===== config.mk =====
export PLATFORM = sky130hd
export DESIGN_NAME = ocl_cmd_top
export DESIGN_NICKNAME = d
export VERILOG_FILES = /design/src/source/ocl_cmd_pkg.sv /design/src/source/ocl_cmd_top.sv /design/src/source/key_inst_fifo.sv /design/src/source/rob.sv /design/src/source/ocl_slave.sv
export SDC_FILE = /design/constraint.sdc
export NUM_CORES = 1
export LEC_CHECK = 0
export ABC_AREA = 1
export BUFFER_PORTS_ARGS = -buffer_cell sky130_fd_sc_hd__buf_2
export CAP_MARGIN = 20
export CORE_ASPECT_RATIO = 1.5
export CORE_MARGIN = 4
export CORE_UTILIZATION = 55
export CTS_BUF_LIST = sky130_fd_sc_hd__clkbuf_2 sky130_fd_sc_hd__clkbuf_4 sky130_fd_sc_hd__clkbuf_8
export DETAILED_ROUTE_END_ITERATION = 12
export PLACE_DENSITY = 0.79
export SLEW_MARGIN = 20
export SYNTH_ARGS = -nofsm -noshare
export SYNTH_HDL_FRONTEND = slang
export SYNTH_SLANG_ARGS = --single-unit

===== constraint.sdc =====
create_clock -name clk -period 4.11 [get_ports clk]
set_clock_uncertainty 0.05 [all_clocks]
set_input_delay 0.2055 -clock clk [delete_from_list [all_inputs] [get_ports clk]]
set_output_delay 0.2055 -clock clk [all_outputs]
set_load 0.1 [all_outputs]

===== src/source/ocl_cmd_pkg.sv =====
`default_nettype none

package ocl_cmd_pkg;

   // --------------------------------------------------
   // field widths and queue depths
   // --------------------------------------------------
   localparam int OPCODE_WIDTH   = 4;
   localparam int GATE_WIDTH     = 3;
   localparam int INTT_ID_WIDTH  = 1;
   localparam int LWE_BIT_WIDTH  = 16;
   localparam int SUBS_WIDTH     = 4;
   localparam int KEY_ADDR_WIDTH = 28;
   localparam int BOUND_WIDTH    = 16;
   localparam int POLY_ID_WIDTH  = 3;

   localparam int ROB_DEPTH      = 8;
   localparam int KEY_FIFO_DEPTH = 8;
   localparam int ROB_PTR_WIDTH  = 3;
   localparam int KEY_PTR_WIDTH  = 3;

   // iNTT bounds per gate, gate 7 leftmost
   localparam logic [7:0][BOUND_WIDTH-1:0] GATE_BOUND1 = {
      16'h3c00, 16'h3400, 16'h2c00, 16'h2400, 16'h1c00, 16'h1400, 16'h0c00, 16'h0400
   };
   localparam logic [7:0][BOUND_WIDTH-1:0] GATE_BOUND2 = {
      16'h7e00, 16'h7600, 16'h6e00, 16'h6600, 16'h5e00, 16'h5600, 16'h4e00, 16'h4600
   };

   // --------------------------------------------------
   // register map, low address byte
   // --------------------------------------------------
   localparam logic [7:0]  REG_ROB_CMD = 8'h00;
   localparam logic [7:0]  REG_KEY_CMD = 8'h04;
   localparam logic [7:0]  REG_STATUS  = 8'h08;
   localparam logic [7:0]  REG_ID      = 8'h0c;
   localparam logic [31:0] OCL_ID      = 32'hfe0c_0d01;

   // status word bits, rob occupancy in 11:8
   localparam int ST_ROB_FULL  = 0;
   localparam int ST_ROB_EMPTY = 1;
   localparam int ST_KEY_FULL  = 2;
   localparam int ST_KEY_EMPTY = 3;
   localparam int ST_ROB_OVF   = 4;
   localparam int ST_KEY_OVF   = 5;

   localparam logic [1:0] RESP_OKAY   = 2'b00;
   localparam logic [1:0] RESP_SLVERR = 2'b10;

   // one host command word, read as a rob or a key-load command
   typedef union packed {
      struct packed {
         logic [OPCODE_WIDTH-1:0]  opcode;
         logic [GATE_WIDTH-1:0]    gate;
         logic [INTT_ID_WIDTH-1:0] intt_id;
         logic [LWE_BIT_WIDTH-1:0] init_value;
         logic [SUBS_WIDTH-1:0]    subs_factor;
         logic [3:0]               pad;
      } rob;
      struct packed {
         logic [OPCODE_WIDTH-1:0]   opcode;
         logic [KEY_ADDR_WIDTH-1:0] base_addr;
      } key;
   } cmd_word_u;

endpackage

`default_nettype wire

===== src/source/ocl_cmd_top.sv =====
`timescale 1ns/1ns
`default_nettype none

module ocl_cmd_top (
   input  logic                                   clk,
   input  logic                                   pipe_rst_n,
   // axi-lite from the host
   input  logic                                   awvalid,
   input  logic [31:0]                            awaddr,
   output logic                                   awready,
   input  logic                                   wvalid,
   input  logic [31:0]                            wdata,
   input  logic [3:0]                             wstrb,
   output logic                                   wready,
   output logic                                   bvalid,
   output logic [1:0]                             bresp,
   input  logic                                   bready,
   input  logic                                   arvalid,
   input  logic [31:0]                            araddr,
   output logic                                   arready,
   output logic                                   rvalid,
   output logic [31:0]                            rdata,
   output logic [1:0]                             rresp,
   input  logic                                   rready,
   // ntt read port
   output logic                                   rob_valid,
   output logic [ocl_cmd_pkg::POLY_ID_WIDTH-1:0]  poly_id,
   output logic [ocl_cmd_pkg::OPCODE_WIDTH-1:0]   opcode,
   output logic [ocl_cmd_pkg::INTT_ID_WIDTH-1:0]  intt_id,
   output logic [ocl_cmd_pkg::LWE_BIT_WIDTH-1:0]  init_value,
   output logic [ocl_cmd_pkg::SUBS_WIDTH-1:0]     subs_factor,
   output logic [ocl_cmd_pkg::BOUND_WIDTH-1:0]    bound1,
   output logic [ocl_cmd_pkg::BOUND_WIDTH-1:0]    bound2,
   input  logic                                   ntt_rd_finish,
   // key-load read port
   output logic                                   key_valid,
   output logic [ocl_cmd_pkg::OPCODE_WIDTH-1:0]   key_opcode,
   output logic [ocl_cmd_pkg::KEY_ADDR_WIDTH-1:0] key_base_addr,
   input  logic                                   key_rd_finish
);

   import ocl_cmd_pkg::*;

   logic                      rob_wr_en;
   logic [OPCODE_WIDTH-1:0]   rob_opcode;
   logic [GATE_WIDTH-1:0]     rob_gate;
   logic [INTT_ID_WIDTH-1:0]  rob_intt_id;
   logic [LWE_BIT_WIDTH-1:0]  rob_init_value;
   logic [SUBS_WIDTH-1:0]     rob_subs_factor;
   logic                      rob_full;
   logic [ROB_PTR_WIDTH:0]    rob_count;
   logic                      key_wr_en;
   logic [OPCODE_WIDTH-1:0]   key_opcode_in;
   logic [KEY_ADDR_WIDTH-1:0] key_base_addr_in;
   logic                      key_full;
   logic                      key_empty;

   // --------------------------------------------------
   // register slave
   // --------------------------------------------------
   ocl_slave u_ocl_slave (
      .clk              (clk),
      .pipe_rst_n       (pipe_rst_n),
      .awvalid          (awvalid),
      .awaddr           (awaddr),
      .awready          (awready),
      .wvalid           (wvalid),
      .wdata            (wdata),
      .wstrb            (wstrb),
      .wready           (wready),
      .bvalid           (bvalid),
      .bresp            (bresp),
      .bready           (bready),
      .arvalid          (arvalid),
      .araddr           (araddr),
      .arready          (arready),
      .rvalid           (rvalid),
      .rdata            (rdata),
      .rresp            (rresp),
      .rready           (rready),
      .rob_full         (rob_full),
      .rob_count        (rob_count),
      .key_full         (key_full),
      .key_empty        (key_empty),
      .rob_wr_en        (rob_wr_en),
      .rob_opcode       (rob_opcode),
      .rob_gate         (rob_gate),
      .rob_intt_id      (rob_intt_id),
      .rob_init_value   (rob_init_value),
      .rob_subs_factor  (rob_subs_factor),
      .key_wr_en        (key_wr_en),
      .key_opcode_in    (key_opcode_in),
      .key_base_addr_in (key_base_addr_in)
   );

   // --------------------------------------------------
   // command queues
   // --------------------------------------------------
   rob u_rob (
      .clk             (clk),
      .pipe_rst_n      (pipe_rst_n),
      .wr_en           (rob_wr_en),
      .opcode_in       (rob_opcode),
      .gate_in         (rob_gate),
      .intt_id_in      (rob_intt_id),
      .init_value_in   (rob_init_value),
      .subs_factor_in  (rob_subs_factor),
      .rd_finish       (ntt_rd_finish),
      .rob_full        (rob_full),
      .rob_count       (rob_count),
      .rob_valid       (rob_valid),
      .poly_id_out     (poly_id),
      .opcode_out      (opcode),
      .intt_id_out     (intt_id),
      .init_value_out  (init_value),
      .subs_factor_out (subs_factor),
      .bound1_out      (bound1),
      .bound2_out      (bound2)
   );

   key_inst_fifo u_key_fifo (
      .clk           (clk),
      .pipe_rst_n    (pipe_rst_n),
      .wr_en         (key_wr_en),
      .opcode_in     (key_opcode_in),
      .base_addr_in  (key_base_addr_in),
      .rd_finish     (key_rd_finish),
      .key_full      (key_full),
      .key_empty     (key_empty),
      .opcode_out    (key_opcode),
      .base_addr_out (key_base_addr)
   );

   assign key_valid = !key_empty;

endmodule

`default_nettype wire


===== src/source/key_inst_fifo.sv =====
`timescale 1ns/1ns
`default_nettype none

module key_inst_fifo (
   input  logic                                   clk,
   input  logic                                   pipe_rst_n,
   input  logic                                   wr_en,
   input  logic [ocl_cmd_pkg::OPCODE_WIDTH-1:0]   opcode_in,
   input  logic [ocl_cmd_pkg::KEY_ADDR_WIDTH-1:0] base_addr_in,
   input  logic                                   rd_finish,
   output logic                                   key_full,
   output logic                                   key_empty,
   output logic [ocl_cmd_pkg::OPCODE_WIDTH-1:0]   opcode_out,
   output logic [ocl_cmd_pkg::KEY_ADDR_WIDTH-1:0] base_addr_out
);

   import ocl_cmd_pkg::*;

   logic [OPCODE_WIDTH-1:0]   opcode_mem    [KEY_FIFO_DEPTH];
   logic [KEY_ADDR_WIDTH-1:0] base_addr_mem [KEY_FIFO_DEPTH];
   logic [KEY_PTR_WIDTH-1:0]  wr_ptr;
   logic [KEY_PTR_WIDTH-1:0]  rd_ptr;
   logic [KEY_PTR_WIDTH:0]    count;
   logic                      pop;

   assign key_empty = (count == '0);
   assign key_full  = (count == (KEY_PTR_WIDTH + 1)'(KEY_FIFO_DEPTH));
   assign pop       = rd_finish && !key_empty;

   always_ff @(posedge clk)
   begin
      if (wr_en)
      begin
         opcode_mem[wr_ptr]    <= opcode_in;
         base_addr_mem[wr_ptr] <= base_addr_in;
      end
   end

   always_ff @(posedge clk)
   begin
      if (!pipe_rst_n)
      begin
         wr_ptr <= '0;
         rd_ptr <= '0;
         count  <= '0;
      end
      else
      begin
         if (wr_en)
            wr_ptr <= wr_ptr + 1'b1;
         if (pop)
            rd_ptr <= rd_ptr + 1'b1;
         if (wr_en && !pop)
            count <= count + 1'b1;
         else if (pop && !wr_en)
            count <= count - 1'b1;
      end
   end

   // head shown without a register stage
   assign opcode_out    = opcode_mem[rd_ptr];
   assign base_addr_out = base_addr_mem[rd_ptr];

endmodule

`default_nettype wire


===== src/source/rob.sv =====
`timescale 1ns/1ns
`default_nettype none

module rob (
   input  logic                                  clk,
   input  logic                                  pipe_rst_n,
   // push side
   input  logic                                  wr_en,
   input  logic [ocl_cmd_pkg::OPCODE_WIDTH-1:0]  opcode_in,
   input  logic [ocl_cmd_pkg::GATE_WIDTH-1:0]    gate_in,
   input  logic [ocl_cmd_pkg::INTT_ID_WIDTH-1:0] intt_id_in,
   input  logic [ocl_cmd_pkg::LWE_BIT_WIDTH-1:0] init_value_in,
   input  logic [ocl_cmd_pkg::SUBS_WIDTH-1:0]    subs_factor_in,
   // ntt consumer
   input  logic                                  rd_finish,
   output logic                                  rob_full,
   output logic [ocl_cmd_pkg::ROB_PTR_WIDTH:0]   rob_count,
   output logic                                  rob_valid,
   output logic [ocl_cmd_pkg::POLY_ID_WIDTH-1:0] poly_id_out,
   output logic [ocl_cmd_pkg::OPCODE_WIDTH-1:0]  opcode_out,
   output logic [ocl_cmd_pkg::INTT_ID_WIDTH-1:0] intt_id_out,
   output logic [ocl_cmd_pkg::LWE_BIT_WIDTH-1:0] init_value_out,
   output logic [ocl_cmd_pkg::SUBS_WIDTH-1:0]    subs_factor_out,
   output logic [ocl_cmd_pkg::BOUND_WIDTH-1:0]   bound1_out,
   output logic [ocl_cmd_pkg::BOUND_WIDTH-1:0]   bound2_out
);

   import ocl_cmd_pkg::*;

   logic [OPCODE_WIDTH-1:0]  opcode_mem      [ROB_DEPTH];
   logic [GATE_WIDTH-1:0]    gate_mem        [ROB_DEPTH];
   logic [INTT_ID_WIDTH-1:0] intt_id_mem     [ROB_DEPTH];
   logic [LWE_BIT_WIDTH-1:0] init_value_mem  [ROB_DEPTH];
   logic [SUBS_WIDTH-1:0]    subs_factor_mem [ROB_DEPTH];
   logic [POLY_ID_WIDTH-1:0] poly_id_mem     [ROB_DEPTH];
   logic [ROB_PTR_WIDTH-1:0] wr_ptr;
   logic [ROB_PTR_WIDTH-1:0] rd_ptr;
   logic [POLY_ID_WIDTH-1:0] poly_cnt;
   logic                     pop;

   assign rob_valid = (rob_count != '0);
   assign rob_full  = (rob_count == (ROB_PTR_WIDTH + 1)'(ROB_DEPTH));
   // finish on an empty buffer is ignored
   assign pop       = rd_finish && rob_valid;

   // --------------------------------------------------
   // entry storage
   // --------------------------------------------------
   always_ff @(posedge clk)
   begin
      if (wr_en)
      begin
         opcode_mem[wr_ptr]      <= opcode_in;
         gate_mem[wr_ptr]        <= gate_in;
         intt_id_mem[wr_ptr]     <= intt_id_in;
         init_value_mem[wr_ptr]  <= init_value_in;
         subs_factor_mem[wr_ptr] <= subs_factor_in;
         poly_id_mem[wr_ptr]     <= poly_cnt;
      end
   end

   // pointers wrap with the 3-bit width, as does the poly id
   always_ff @(posedge clk)
   begin
      if (!pipe_rst_n)
      begin
         wr_ptr    <= '0;
         rd_ptr    <= '0;
         poly_cnt  <= '0;
         rob_count <= '0;
      end
      else
      begin
         if (wr_en)
         begin
            wr_ptr   <= wr_ptr + 1'b1;
            poly_cnt <= poly_cnt + 1'b1;
         end
         if (pop)
            rd_ptr <= rd_ptr + 1'b1;
         if (wr_en && !pop)
            rob_count <= rob_count + 1'b1;
         else if (pop && !wr_en)
            rob_count <= rob_count - 1'b1;
      end
   end

   // --------------------------------------------------
   // head entry and bound lookup
   // --------------------------------------------------
   assign poly_id_out     = poly_id_mem[rd_ptr];
   assign opcode_out      = opcode_mem[rd_ptr];
   assign intt_id_out     = intt_id_mem[rd_ptr];
   assign init_value_out  = init_value_mem[rd_ptr];
   assign subs_factor_out = subs_factor_mem[rd_ptr];
   assign bound1_out      = GATE_BOUND1[gate_mem[rd_ptr]];
   assign bound2_out      = GATE_BOUND2[gate_mem[rd_ptr]];

endmodule

`default_nettype wire


===== src/source/ocl_slave.sv =====
`timescale 1ns/1ns
`default_nettype none

module ocl_slave (
   input  logic                                     clk,
   input  logic                                     pipe_rst_n,
   // axi-lite write
   input  logic                                     awvalid,
   input  logic [31:0]                              awaddr,
   output logic                                     awready,
   input  logic                                     wvalid,
   input  logic [31:0]                              wdata,
   input  logic [3:0]                               wstrb,
   output logic                                     wready,
   output logic                                     bvalid,
   output logic [1:0]                               bresp,
   input  logic                                     bready,
   // axi-lite read
   input  logic                                     arvalid,
   input  logic [31:0]                              araddr,
   output logic                                     arready,
   output logic                                     rvalid,
   output logic [31:0]                              rdata,
   output logic [1:0]                               rresp,
   input  logic                                     rready,
   // queue levels
   input  logic                                     rob_full,
   input  logic [ocl_cmd_pkg::ROB_PTR_WIDTH:0]      rob_count,
   input  logic                                     key_full,
   input  logic                                     key_empty,
   // rob push
   output logic                                     rob_wr_en,
   output logic [ocl_cmd_pkg::OPCODE_WIDTH-1:0]     rob_opcode,
   output logic [ocl_cmd_pkg::GATE_WIDTH-1:0]       rob_gate,
   output logic [ocl_cmd_pkg::INTT_ID_WIDTH-1:0]    rob_intt_id,
   output logic [ocl_cmd_pkg::LWE_BIT_WIDTH-1:0]    rob_init_value,
   output logic [ocl_cmd_pkg::SUBS_WIDTH-1:0]       rob_subs_factor,
   // key-load push
   output logic                                     key_wr_en,
   output logic [ocl_cmd_pkg::OPCODE_WIDTH-1:0]     key_opcode_in,
   output logic [ocl_cmd_pkg::KEY_ADDR_WIDTH-1:0]   key_base_addr_in
);

   import ocl_cmd_pkg::*;

   cmd_word_u   cmd_word;
   logic        wr_fire;
   logic        wr_rob_sel;
   logic        wr_key_sel;
   logic        rob_ovf;
   logic        key_ovf;
   logic        rob_ovf_set;
   logic        key_ovf_set;
   logic        rd_fire;
   logic        status_rd;
   logic [31:0] status_word;

   // --------------------------------------------------
   // write channel
   // --------------------------------------------------
   // aw and w taken together, stalled while a response waits
   assign wr_fire = awvalid && wvalid && !bvalid;
   assign awready = wr_fire;
   assign wready  = wr_fire;

   // wstrb is not decoded, every command is a full word
   assign wr_rob_sel = (awaddr[7:0] == REG_ROB_CMD);
   assign wr_key_sel = (awaddr[7:0] == REG_KEY_CMD);
   assign cmd_word   = wdata;

   // a full queue drops the push and flags overflow instead
   assign rob_wr_en   = wr_fire && wr_rob_sel && !rob_full;
   assign key_wr_en   = wr_fire && wr_key_sel && !key_full;
   assign rob_ovf_set = wr_fire && wr_rob_sel && rob_full;
   assign key_ovf_set = wr_fire && wr_key_sel && key_full;

   assign rob_opcode       = cmd_word.rob.opcode;
   assign rob_gate         = cmd_word.rob.gate;
   assign rob_intt_id      = cmd_word.rob.intt_id;
   assign rob_init_value   = cmd_word.rob.init_value;
   assign rob_subs_factor  = cmd_word.rob.subs_factor;
   assign key_opcode_in    = cmd_word.key.opcode;
   assign key_base_addr_in = cmd_word.key.base_addr;

   always_ff @(posedge clk)
   begin
      if (!pipe_rst_n)
         bvalid <= 1'b0;
      else if (wr_fire)
         bvalid <= 1'b1;
      else if (bready)
         bvalid <= 1'b0;
   end

   always_ff @(posedge clk)
   begin
      if (wr_fire)
         bresp <= (wr_rob_sel || wr_key_sel) ? RESP_OKAY : RESP_SLVERR;
   end

   // --------------------------------------------------
   // read channel and status
   // --------------------------------------------------
   assign rd_fire   = arvalid && !rvalid;
   assign arready   = rd_fire;
   assign status_rd = rd_fire && (araddr[7:0] == REG_STATUS);

   always_comb
   begin
      status_word               = '0;
      status_word[ST_ROB_FULL]  = rob_full;
      status_word[ST_ROB_EMPTY] = (rob_count == '0);
      status_word[ST_KEY_FULL]  = key_full;
      status_word[ST_KEY_EMPTY] = key_empty;
      status_word[ST_ROB_OVF]   = rob_ovf;
      status_word[ST_KEY_OVF]   = key_ovf;
      status_word[11:8]         = rob_count;
   end

   // sticky overflow, cleared by a status read unless set again
   always_ff @(posedge clk)
   begin
      if (!pipe_rst_n)
      begin
         rob_ovf <= 1'b0;
         key_ovf <= 1'b0;
      end
      else
      begin
         rob_ovf <= rob_ovf_set || (rob_ovf && !status_rd);
         key_ovf <= key_ovf_set || (key_ovf && !status_rd);
      end
   end

   always_ff @(posedge clk)
   begin
      if (!pipe_rst_n)
         rvalid <= 1'b0;
      else if (rd_fire)
         rvalid <= 1'b1;
      else if (rready)
         rvalid <= 1'b0;
   end

   always_ff @(posedge clk)
   begin
      if (rd_fire)
      begin
         case (araddr[7:0])
            REG_STATUS:
            begin
               rdata <= status_word;
               rresp <= RESP_OKAY;
            end
            REG_ID:
            begin
               rdata <= OCL_ID;
               rresp <= RESP_OKAY;
            end
            default:
            begin
               rdata <= '0;
               rresp <= RESP_SLVERR;
            end
         endcase
      end
   end

endmodule

`default_nettype wire


==> results.py <==
metrics = {
    "yosys": {
        "synth_top_flop_cell": "edfxtp_1",
        "synth_cells": 1877,
        "synth_edf_count": 517,
        "synth_top_family_by_area": "simple AND/OR/NAND/NOR gates",
        "synthXorXnorAreaFrac": 0.00391,
        "ys_seq_area_frac": 0.723,
        "synth_top_area_frac": 0.694,
        "synth_area_sq_um": 22400,
        "synth_seq_cells": 550,
        "avgSynthCellArea_sq_um": 11.9,
        "synth_warnings": 0,
        "ys_top_cells_by_area": "edfxtp_1 69%, nor2_1 7.2%, o21ai_0 4.6%",
        "synth.most_common_cell": "edfxtp_1",
        "synth-compound-area-share": 0.0933,
        "muxShareOfSynthArea": 0,
        "yosysUniqueCellTypes": 36,
        "synthTopCellsByCount": "517 x edfxtp_1, 429 x nor2_1, 233 x nand2_1, 204 x o21ai_0, 185 x o21ai_1",
        "synth_top_area_cell": "edfxtp_1",
        "async_reset_ff_frac": 0,
        "synth_fa_ha_area_frac": 0.00794,
        "synth-simple-area-share": 0.120,
    },
    "timing": {
        "grt_setup_unrepaired": "no",
        "final_hold_viol_count": 0,
        "fin_tns_setup_ps": 0,
        "min_period_ps": 3520,
        "slew_violations": 0,
        "finalSetupViolCount": 0,
        "max_freq_ghz": 0.284,
        "fin_crit_sh": 0.855,
        "worst_pin_slew_ps": 1130,
        "relSlewSlack": 0.248,
    },
    "clocking": {
        "root_buffer": "clkbuf_8",
        "clockBufferDepth": 3,
        "insertion_delay_ps": 630,
        "numCtsBuffers": 76,
        "cts-hold-fix-buffers": 55,
        "cts.sinks": 550,
        "path_clk_slew_ps": 60,
        "htreeDepth": 3,
        "cts_resized": 0,
        "cts_setup_buffers": 0,
        "cts_tree": "yes",
    },
    "final_layout": {
        "nFillCells": 2771,
        "fin_area_sq_um": 25500,
        "layout.cells.non_filler": 2650,
        "nets": 2208,
        "synthToLayoutAreaGrowth_pct": 13.9,
        "drive_above_1_share": 0.160,
    },
    "hold_path": {
        "holdPathStages": 7,
        "hold_end": "u_key_fifo.wr_ptr[1]",
        "hp-start": "awaddr[4]",
        "hold_path_class": "in2reg",
    },
    "die": {
        "chipWidth_um": 173,
        "start_util": 0.557,
        "rows": 90,
        "die_h_um": 255,
        "die_area_sq_um": 44100,
        "ios": 244,
        "core_area_sq_um": 40200,
    },
    "setup_path": {
        "reg2regPathDepth": 7,
        "crit_fanout": 31,
        "required_ps": 4290,
        "r2r_slack_ps": 1410,
        "cp-end-kind": "register",
        "r2r_start": "u_key_fifo.count[0]",
        "crit_arrival_ps": 3700,
        "r2r_end": "u_key_fifo.base_addr_mem[2][0]",
        "critPathKind": "in2reg",
        "start_kind": "primary input",
    },
    "drt": {
        "drt-vias-per-instance": 5.59,
        "drc_errors": 0,
        "firstDrtPassIters": 5,
        "ant_nets": 0,
        "vias": 14802,
        "dr.first_iter.drc_count": 1412,
        "routedWlPerCell_um": 19.0,
        "drt-total-wl_um": 50200,
    },
    "placement": {
        "gp_congestion": 0.797,
        "dp_hpwl_um": 28900,
        "io_buffer_count": 150,
        "place_area_sq_um": 23300,
        "place_inst": 2456,
    },
    "global_routing": {
        "antenna_found_initial": 2,
        "globalRouteOverflowTotal": 0,
        "grt_start_max_net_pins": 114,
        "grt_usage": 0.222,
        "grt_pass1_vias": 14651,
        "grt_pass1_wl_um": 77100,
    },
    "power_and_ir_drop": {
        "powerDensity_nw_per_um2": 660,
        "leakage_nw": 9.27,
        "power_mw": 16.8,
        "peakVddDrop_mv": 0.544,
    },
    "flow_run": {
        "max_cap_viol_count": 0,
    },
    "status": {
        "outcome": "finished clean",
    },
}
-- registers in the layout (all words and copies together) (netlist names), 4 cells and up, named ones only --
register                  cells
u_rob.subs_factor_mem        32
u_rob.opcode_mem             32
u_key_fifo.count              4
u_key_fifo.base_addr_mem    224
u_rob.gate_mem               24
u_rob.init_value_mem        128
u_rob.intt_id_mem             8
u_key_fifo.opcode_mem        32
u_ocl_slave.rdata            11
u_rob.poly_id_mem            24
u_rob.rob_count               4
-- per-stage QoR --
| step | worst slack [ps] | utilization | hold WS [ps] |
|---|---|---|---|
| after floorplan | 649 | - | 254 |
| after global placement | 1290 | 0.580 | 401 |
| after detailed placement | 1230 | 0.580 | 407 |
| after CTS | 530 | 0.633 | 9.99 |
| after global routing | 444 | 0.634 | 78.6 |
| final | 594 | 0.634 | 65.7 |
-- logic make-up after synthesis --
logic type,count (synthesis)
adders and majority gates,13
buffers and inverters,197
and+or+nand+nor,689
DFF,550
xor gates and xnor gates,10
AOI/OAI and AO/OA,416
other,2
-- critical path, stage by stage --
cell and delay [ps]:
dlygate4sd3_1 540, buf_2 120, nor2_1 80, dlygate4sd3_1 590
nand2_1 70, dlygate4sd3_1 590, nor2_4 190, nand4_1 330
nor2_4 960
-- placed cells by master (no fill, tap or decap), types with 4 or more instances in the layout --
cell type,n
nand4_1,5
nor2_2,6
o21ai_0,204
dfxtp_4,4
ha_1,11
buf_12,4
edfxtp_1,517
clkinv_2,10
nor2_1,413
dlygate4sd3_1,55
nor2_4,13
xor2_1,9
bufinv_16,5
nand2_1,233
o21ai_1,185
clkbuf_4,22
buf_4,34
a21oi_1,25
conb_1,41
clkbuf_8,80
inv_1,42
buf_2,150
dfxtp_1,29
nand3_1,9
clkinv_1,13
-- worst max-delay path by stage --
| stage | startpoint | end | slack, ps | depth (start not counted) |
|---|---|---|---|---|
| 3_3_place_gp | register | key_base_addr[19] | 1290 | 7 |
| 4_1_cts | register | key_base_addr[13] | 530 | 7 |
| 3_5_place_dp | register | key_base_addr[13] | 1230 | 7 |
| 6_report | awaddr[1] | u_rob.init_value_mem[3][0] | 590 | 9 |
| 5_1_grt | awaddr[1] | u_rob.opcode_mem[3][0] | 440 | 9 |
| 2_1_floorplan | u_ocl_slave.bvalid | u_key_fifo.base_addr_mem[0][0] | 650 | 6 |
-- layer usage --
layer / track usage / up-vias / part of all wire
li1: - / 6870 / -
met1: 0.261 / 7152 / 0.37
met2: 0.409 / 663 / 0.53
met3: 0.0365 / 117 / 0.073
met4: 0.0913 / 0 / 0.031
met5: 0 / - / 0
-- layout make-up --
class / count / area [sq um] / area share
Inverter: 45 / 173 / 0.00677
Antenna cell: 2 / 5.00 / 0.000196
Timing Repair Buffer: 244 / 1660 / 0.0652
Tap cell: 506 / 633 / 0.0248
Clock inverter: 32 / 285 / 0.0112
Sequential cell: 550 / 16200 / 0.635
Multi-Input combinational cell: 1169 / 5280 / 0.207
Clock buffer: 102 / 1270 / 0.0496
-- power by group --
part	switching (mW)	total (mW)	internal [mW]
sequential	0.198	6.39	6.19
combinational	5.03	6.17	1.14
clock	1.95	4.28	2.33
Note: power is estimated with default switching activity, not from simulation.
